<file path="config.mk">
export PLATFORM = sky130hd
export DESIGN_NAME = frame_log_top
export DESIGN_NICKNAME = d
export VERILOG_FILES = /design/src/logic/eth_frame_pkg.sv /design/src/logic/log_record_pkg.sv /design/src/logic/log_fifo.sv /design/src/logic/extract_packer.sv /design/src/logic/frame_log_top.sv
export VERILOG_INCLUDE_DIRS = /design/src /design/src/logic
export SDC_FILE = /design/constraint.sdc
export NUM_CORES = 1
export LEC_CHECK = 0
export ABC_AREA = 1
export BUFFER_PORTS_ARGS = -buffer_cell sky130_fd_sc_hd__buf_2
export CAP_MARGIN = 20
export CORE_ASPECT_RATIO = 0.8
export CORE_MARGIN = 8
export CORE_UTILIZATION = 48
export CTS_BUF_LIST = sky130_fd_sc_hd__clkbuf_16
export DETAILED_ROUTE_END_ITERATION = 12
export MAX_ROUTING_LAYER = met4
export PLACE_DENSITY_LB_ADDON = 0.15
export SYNTH_ARGS = -nofsm -noshare
export SYNTH_HDL_FRONTEND = slang
export SYNTH_SLANG_ARGS = --single-unit
</file>
<file path="constraint.sdc">
create_clock -name clk -period 16.35 [get_ports clk]
set_input_delay 3.27 -clock clk [delete_from_list [all_inputs] [get_ports clk]]
set_output_delay 3.27 -clock clk [all_outputs]
set_load 0.02 [all_outputs]
</file>
<file path="src/logic/eth_log_defines.svh">
// Frame log sizing constants shared by the packer, the FIFOs and the testbench
`ifndef ETH_LOG_DEFINES_SVH
`define ETH_LOG_DEFINES_SVH

// Scripts annotating each frame byte
`define NUM_SCRIPTS 4

// Log word width, 8 bytes per word
`define LOG_WIDTH 64

// Frame FIFO depth in log words
`define FRAME_FIFO_DEPTH 16

// Control FIFO depth in records
`define CTL_FIFO_DEPTH 4

// Control record: match mask, 16-bit size, 64-bit timestamp
`define CTL_WIDTH (`NUM_SCRIPTS + 80)

`endif

</file>
<file path="src/logic/eth_frame_pkg.sv">
// Types of the annotated Ethernet frame byte stream fed to the packer
`include "eth_log_defines.svh"

package eth_frame_pkg;

	// One frame byte
	typedef logic [7:0] byte_t;

	// One bit per script, used for both the matched and the extract flags
	typedef logic [`NUM_SCRIPTS-1:0] script_mask_t;

	// Free-running time base
	typedef logic [63:0] timestamp_t;

	// Count of extracted bytes in one frame
	typedef logic [15:0] frame_size_t;

endpackage

</file>
<file path="src/logic/log_record_pkg.sv">
// Types of the packed log words, the control records and the packer FSM
`include "eth_log_defines.svh"

package log_record_pkg;

	// One packed log word, first kept byte in the lowest lane
	typedef logic [`LOG_WIDTH-1:0] log_word_t;

	// {match mask, extracted size, timestamp}
	typedef logic [`CTL_WIDTH-1:0] ctl_record_t;

	// Packer FSM
	typedef enum logic [1:0] {
		wait_start,
		capture,
		write_ctl,
		overflow
	} packer_state_t;

endpackage

</file>
<file path="src/logic/log_fifo.sv">
// Synchronous first-word-fall-through FIFO with valid/ready on both sides
`timescale 1ns/1ps

module log_fifo #(
	parameter int WIDTH = 64,
	parameter int DEPTH = 16
) (
	input  logic             clk,
	input  logic             rst_n,

	input  logic [WIDTH-1:0] in_data,
	input  logic             in_valid,
	output logic             in_ready,

	output logic [WIDTH-1:0] out_data,
	output logic             out_valid,
	input  logic             out_ready
);

	localparam int PTR_W = (DEPTH > 1) ? $clog2(DEPTH) : 1;
	localparam int CNT_W = $clog2(DEPTH + 1);

	logic [WIDTH-1:0] mem [DEPTH];
	logic [PTR_W-1:0] wr_ptr;
	logic [PTR_W-1:0] rd_ptr;
	logic [CNT_W-1:0] count;
	logic             push;
	logic             pop;

	assign in_ready  = (count != CNT_W'(DEPTH));
	assign out_valid = (count != '0);
	assign out_data  = mem[rd_ptr];

	assign push = in_valid & in_ready;
	assign pop  = out_valid & out_ready;

	always_ff @(posedge clk) begin
		if (push) begin
			mem[wr_ptr] <= in_data;
		end
	end

	always_ff @(posedge clk) begin
		if (!rst_n) begin
			wr_ptr <= '0;
			rd_ptr <= '0;
			count  <= '0;
		end else begin
			if (push) begin
				wr_ptr <= (wr_ptr == PTR_W'(DEPTH - 1)) ? '0 : wr_ptr + 1'b1;
			end
			if (pop) begin
				rd_ptr <= (rd_ptr == PTR_W'(DEPTH - 1)) ? '0 : rd_ptr + 1'b1;
			end

			// Simultaneous push and pop leaves the occupancy unchanged
			case ({push, pop})
				2'b10: count <= count + 1'b1;
				2'b01: count <= count - 1'b1;
				default: count <= count;
			endcase
		end
	end

endmodule

</file>
<file path="src/logic/extract_packer.sv">
// Extracts flagged frame bytes into log words and writes one control record per frame
`timescale 1ns/1ps

module extract_packer (
	input  logic                         clk,
	input  logic                         rst_n,
	input  logic                         srst,
	input  logic                         enable,
	input  eth_frame_pkg::timestamp_t    current_time,

	input  eth_frame_pkg::byte_t         in_data,
	input  logic                         in_valid,
	input  logic                         in_last,
	input  eth_frame_pkg::script_mask_t  in_matched,
	input  eth_frame_pkg::script_mask_t  in_extract,

	output log_record_pkg::log_word_t    word_data,
	output logic                         word_valid,
	input  logic                         word_ready,

	output log_record_pkg::ctl_record_t  rec_data,
	output logic                         rec_valid,
	input  logic                         rec_ready,

	output logic [63:0]                  overflow_count
);

	localparam int LOG_W = $bits(log_record_pkg::log_word_t);
	localparam int BYTES = LOG_W / 8;
	localparam int IDX_W = $clog2(BYTES);
	localparam int SR_W  = LOG_W - 8;

	log_record_pkg::packer_state_t state;
	logic                          in_frame;
	eth_frame_pkg::frame_size_t    count;
	eth_frame_pkg::script_mask_t   mask_acc;

	// Kept bytes enter at the top and move down, oldest byte lowest
	logic [SR_W-1:0]               byte_sr;

	logic                          keep;
	logic [IDX_W-1:0]              lane;
	logic                          capture_byte;
	logic                          word_due;
	logic                          push_ok;
	logic                          drop;
	logic                          frame_end;
	logic [IDX_W:0]                n_bytes;
	log_record_pkg::log_word_t     packed_src;
	eth_frame_pkg::script_mask_t   frame_mask;
	eth_frame_pkg::frame_size_t    size_kept;
	eth_frame_pkg::frame_size_t    drop_size;

	// Valid bytes sit in the top n lanes of src; move them to the bottom
	function automatic log_record_pkg::log_word_t align_low(
		input log_record_pkg::log_word_t src,
		input logic [IDX_W:0]            n
	);
		return src >> (8 * (BYTES - int'(n)));
	endfunction

	assign keep         = |(in_matched & in_extract);
	assign lane         = count[IDX_W-1:0];
	assign capture_byte = (state == log_record_pkg::capture) & in_valid;

	// A word leaves on its last lane, or at frame end when a partial word is held
	assign word_due = capture_byte &
		(keep ? ((lane == '1) | in_last) : (in_last & (lane != '0)));
	assign push_ok  = word_due & word_ready;
	assign drop     = word_due & ~word_ready;

	assign frame_end = capture_byte & in_last & ~drop;

	assign n_bytes    = keep ? ({1'b0, lane} + 1'b1) : {1'b0, lane};
	assign packed_src = keep ? {in_data, byte_sr} : {byte_sr, 8'd0};
	assign frame_mask = mask_acc | in_matched;
	assign size_kept  = count + eth_frame_pkg::frame_size_t'(keep);

	// Size up to the drop covers only bytes that reach the frame FIFO
	assign drop_size = word_valid ? (count - eth_frame_pkg::frame_size_t'(lane)) : size_kept;

	// Payload registers
	always_ff @(posedge clk) begin
		if (capture_byte & keep & ~word_due) begin
			byte_sr <= {in_data, byte_sr[SR_W-1:8]};
		end

		// A word still waiting in the output register is never overwritten
		if (push_ok | (drop & ~word_valid)) begin
			word_data <= align_low(packed_src, n_bytes);
		end

		if (frame_end) begin
			rec_data <= {frame_mask, size_kept, current_time};
		end else if (drop) begin
			rec_data <= {eth_frame_pkg::script_mask_t'(0), drop_size, current_time};
		end
	end

	// Packer FSM and push handshakes
	always_ff @(posedge clk) begin
		if (!rst_n) begin
			state      <= log_record_pkg::wait_start;
			in_frame   <= 1'b0;
			count      <= '0;
			mask_acc   <= '0;
			word_valid <= 1'b0;
			rec_valid  <= 1'b0;
		end else begin
			if (word_valid & word_ready) begin
				word_valid <= 1'b0;
			end
			if (rec_valid & rec_ready) begin
				rec_valid <= 1'b0;
			end

			if (in_valid) begin
				in_frame <= ~in_last;
			end

			case (state)
				log_record_pkg::wait_start: begin
					count    <= '0;
					mask_acc <= '0;
					// Arm only between frames, with room in both FIFOs
					if (enable & ~in_frame & ~in_valid & word_ready & rec_ready) begin
						state <= log_record_pkg::capture;
					end
				end

				log_record_pkg::capture: begin
					if (in_valid) begin
						mask_acc <= frame_mask;
						if (keep) begin
							count <= count + 1'b1;
						end

						if (push_ok | drop) begin
							word_valid <= 1'b1;
						end

						if (drop) begin
							state <= log_record_pkg::overflow;
						end else if (in_last) begin
							rec_valid <= 1'b1;
							state     <= log_record_pkg::write_ctl;
						end
					end else if (~in_frame & ~enable) begin
						state <= log_record_pkg::wait_start;
					end
				end

				log_record_pkg::write_ctl: begin
					if (rec_valid & rec_ready) begin
						state <= log_record_pkg::wait_start;
					end
				end

				log_record_pkg::overflow: begin
					// Record follows once the held word has gone out
					if (~word_valid | word_ready) begin
						rec_valid <= 1'b1;
						state     <= log_record_pkg::write_ctl;
					end
				end

				default: begin
					state <= log_record_pkg::wait_start;
				end
			endcase
		end
	end

	// Dropped frames are counted at their last byte
	always_ff @(posedge clk) begin
		if (!rst_n) begin
			overflow_count <= '0;
		end else if (srst) begin
			overflow_count <= '0;
		end else if (in_valid & in_last & ((state != log_record_pkg::capture) | drop)) begin
			overflow_count <= overflow_count + 64'd1;
		end
	end

endmodule

</file>
<file path="src/logic/frame_log_top.sv">
// Frame log top level, packer feeding the frame word FIFO and the control record FIFO
`timescale 1ns/1ps
`include "eth_log_defines.svh"

module frame_log_top (
	input  logic                         clk,
	input  logic                         rst_n,
	input  logic                         srst,
	input  logic                         enable,
	input  eth_frame_pkg::timestamp_t    current_time,

	input  eth_frame_pkg::byte_t         in_data,
	input  logic                         in_valid,
	input  logic                         in_last,
	input  eth_frame_pkg::script_mask_t  in_matched,
	input  eth_frame_pkg::script_mask_t  in_extract,

	output log_record_pkg::log_word_t    frame_data,
	output logic                         frame_valid,
	input  logic                         frame_ready,

	output log_record_pkg::ctl_record_t  ctl_data,
	output logic                         ctl_valid,
	input  logic                         ctl_ready,

	output logic [63:0]                  overflow_count
);

	log_record_pkg::log_word_t   word_data;
	logic                        word_valid;
	logic                        word_ready;

	log_record_pkg::ctl_record_t rec_data;
	logic                        rec_valid;
	logic                        rec_ready;

	extract_packer packer (
		.clk            (clk),
		.rst_n          (rst_n),
		.srst           (srst),
		.enable         (enable),
		.current_time   (current_time),
		.in_data        (in_data),
		.in_valid       (in_valid),
		.in_last        (in_last),
		.in_matched     (in_matched),
		.in_extract     (in_extract),
		.word_data      (word_data),
		.word_valid     (word_valid),
		.word_ready     (word_ready),
		.rec_data       (rec_data),
		.rec_valid      (rec_valid),
		.rec_ready      (rec_ready),
		.overflow_count (overflow_count)
	);

	log_fifo #(
		.WIDTH (`LOG_WIDTH),
		.DEPTH (`FRAME_FIFO_DEPTH)
	) frame_fifo (
		.clk       (clk),
		.rst_n     (rst_n),
		.in_data   (word_data),
		.in_valid  (word_valid),
		.in_ready  (word_ready),
		.out_data  (frame_data),
		.out_valid (frame_valid),
		.out_ready (frame_ready)
	);

	log_fifo #(
		.WIDTH (`CTL_WIDTH),
		.DEPTH (`CTL_FIFO_DEPTH)
	) ctl_fifo (
		.clk       (clk),
		.rst_n     (rst_n),
		.in_data   (rec_data),
		.in_valid  (rec_valid),
		.in_ready  (rec_ready),
		.out_data  (ctl_data),
		.out_valid (ctl_valid),
		.out_ready (ctl_ready)
	);

endmodule

</file>
==> out/summary.txt <==
Status: completed
Met1 usage: 32.3%
Flop2flop setup slack: 12,500 ps
Final Max Slew Viols: 0
Clk root buf: clkbuf_16
CTS Buf Count: 167
Post-Syn Instances: 5,531
Slew HR: 21.1%
Worst R2R Start: frame_fifo.count[2]
PwrDens: 135 nW/um2
Cell taking the most area after synthesis: edfxtp_1
Peak VDD IR: 0.124 mV
Critical path depth: 8
Setup Buffers After CTS: 0
CP max FO: 216
Drt pass-1 iters: 5
PortBufs: 301
Clock tree from TritonCTS: done
Count leader, synth: edfxtp_1
GRT Resource Usage Total: 22.6%
Ratio of final minimum period to clock period: 53.0%
Worst setup SP type: flip-flop
Worst r2r dst: frame_fifo.mem[10][11]
Worst reg2reg path depth: 10
Critical Path RT: 13,080 ps
Layout area overhead: 12.2%
Max_cap viols: 0
Final setup vio count: 0
Clock skew after layout: 28.6 ps
Avg Vias per Cell: 5.60
Sequential area share after synthesis: 71.4%
Gr ovfl total: 0
Top cell family by delay on the critical path: buffers and inverters
CTS H-Tree Depth: 4
Placed instance count: 7,469
Layout Nets: 5,860
Initial drt markers: 4,432
Share of the synthesized area in the top cell type: 68.0%
Arr. time, crit path: 5400 ps
CORE AREA: 143,000 um2
Worst Setup EP: frame_data[3]
Critical path capture point type: primary output
# rows: 124
DRC viols: 0
Post-synth EDFFs: 1,564
Yosys warns: 0
Setup TNS: 0 ps
Fin crit period: 8670 ps
Clock transition at the registers of the reported paths: 60 ps
Post-synth top flop: edfxtp_1
RSZ-0062 raised after global routing: no
Hold_buf cts: 0
Leakage: 26.3 nW
Netlist cell types: 42
Worst Hold Class: flip-flop to flip-flop
Synth Area per Inst: 12.5 um2
DR WL/cell: 22.6 um
Max incr delay on CP: 940 ps
Post-CTS resize count: 0
FF+latch count, synth: 1,679
Mapped Area: 69,000 um2
CP Buf/Inv Count: 4
Initial Util: 48.3%
Fmax: 115 MHz
Hold Vio Cnt, Final: 0
Die width: 440 um
Non-Filler Instances: 7,775
Initial antenna violation count: 21
CP max-delay cell: buf_4
Async set-reset flop share out of synthesis: 0%
Critical-path cell list: buf_12 -> buf_12 -> buf_4 -> mux2i_1 -> o21ai_0 -> o211ai_1 -> nand2_1 -> buf_2
Synth area leaders: edfxtp_1 68%, o21ai_0 3.9%, mux2i_1 3.7%
# clock sinks: 1,679
Core Util, Final: 54.2%
First-pass GRT wire length: 263 mm
Met3 global-route usage: 3.61%
Die height: 355 um
DRT antenna net count: 0
IO Count: 302
Met2 Track Usage GR: 34.5%
Clk_lat worst skew: 790 ps
WL final: 176 mm
Total number of vias: 43,600
Worst path most repeated cell: buf_12
Die ar.: 156,000 um2
Layer with the highest usage: met2
Gpl congestion: 0.876
Pin count of the biggest net entering global routing: 217
Top post-synthesis cells by count: 1,564 x edfxtp_1, 562 x nand2_1, 539 x nor2_1, 538 x o21ai_0, 393 x inv_1
Clock buffer depth: 3
Worst-Margin Slew: 1180 ps
Vias in the first global route: 41,400
HPWL after detailed placement: 97.8 mm
Share of cells above drive strength 1: 11.2%
Fillers: 12,000
Mapped Nets: 5,641
Setup Crit Path Kind: flip-flop to primary output
[layer usage]
metal | vias to the layer above | part of all wire, %
li1 | 20500 | -
met1 | 21500 | 46
met2 | 1331 | 46
met3 | 201 | 6.4
met4 | 0 | 1.6
met5 | - | 0
[cells in the final DEF (no fill, tap or decap), drive strengths merged, types with 28 or more instances in the layout]
cell type	n
edfxtp	1564
nand2	573
o21ai	551
nor2	550
inv	440
buf	369
nand3	365
a21oi	360
o211ai	258
mux2i	256
clkbuf	175
dfxtp	115
o22ai	84
clkinv	67
nor3	30
xor2	28
[stage by stage]
stage	power [mW]	instance area, um2	worst slack (ps)	hold slack [ps]
after global routing	11.0	77400	7290	461
final	10.5	77400	7680	445
after global placement	6.95	72200	8660	434
after CTS	10.6	77400	7730	448
after detailed placement	6.97	72200	8610	435
after floorplan	6.39	69000	6210	426
[logic make-up after synthesis]
kind of cell	count (synthesis)	share of synthesized area (%)
adder cells (fa/ha/maj)	22	0.410
buffers and inverters	720	4.23
flip-flops	1679	71.4
XOR/XNOR	53	0.672
AO/OA/AOI/OAI	1263	10.3
multiplexers	256	3.71
AND/OR/NAND/NOR	1538	9.34
[worst min path at each step]
| stage | start | to | depth (start not counted) |
|---|---|---|---|
| 2_1_floorplan | packer.byte_sr[22] | packer.byte_sr[14] | 0 |
| 3_5_place_dp | packer.byte_sr[15] | packer.byte_sr[7] | 0 |
| 6_report | packer.byte_sr[23] | packer.byte_sr[15] | 0 |
| 5_1_grt | packer.byte_sr[15] | packer.byte_sr[7] | 0 |
| 4_1_cts | packer.byte_sr[23] | packer.byte_sr[15] | 0 |
| 3_3_place_gp | packer.byte_sr[15] | packer.byte_sr[7] | 0 |
[cell type report]
cell class                 instances  area (um2)  area share, %
sequential                      1679       49300           63.6
multi-input combinational       3132       17000           22.0
clock buffer                     175        4380           5.65
tap                             1890        2360           3.05
timing repair buffer             369        2090           2.69
inverter                         401        1520           1.97
clock inverter                   117         747          0.964
antenna                           12        30.0         0.0388
[registers in the layout, indices dropped and copies added (netlist names), named ones only]
| signal | cells |
|---|---|
| frame_fifo.mem | 1024 |
| ctl_fifo.mem | 336 |
| packer.rec_data | 84 |
| packer.overflow_count | 64 |
| packer.word_data | 64 |
| packer.byte_sr | 56 |
| packer.count | 16 |
| frame_fifo.count | 5 |
| frame_fifo.rd_ptr | 4 |
| frame_fifo.wr_ptr | 4 |
| packer.mask_acc | 4 |
| ctl_fifo.count | 3 |
| ctl_fifo.rd_ptr | 2 |
| ctl_fifo.wr_ptr | 2 |
| packer.state | 2 |
| packer.in_frame | 1 |
| packer.rec_valid | 1 |
| packer.word_valid | 1 |
[power by group]
group / internal (mW) / switching (mW) / leakage (nW)
clock network: 2.03 / 1.59 / 2.66
logic: 0.681 / 1.39 / 8.67
registers: 4.73 / 0.0732 / 15.0
total: 7.44 / 3.05 / 26.3
No activity file was read; power rests on OpenSTA's default activity.
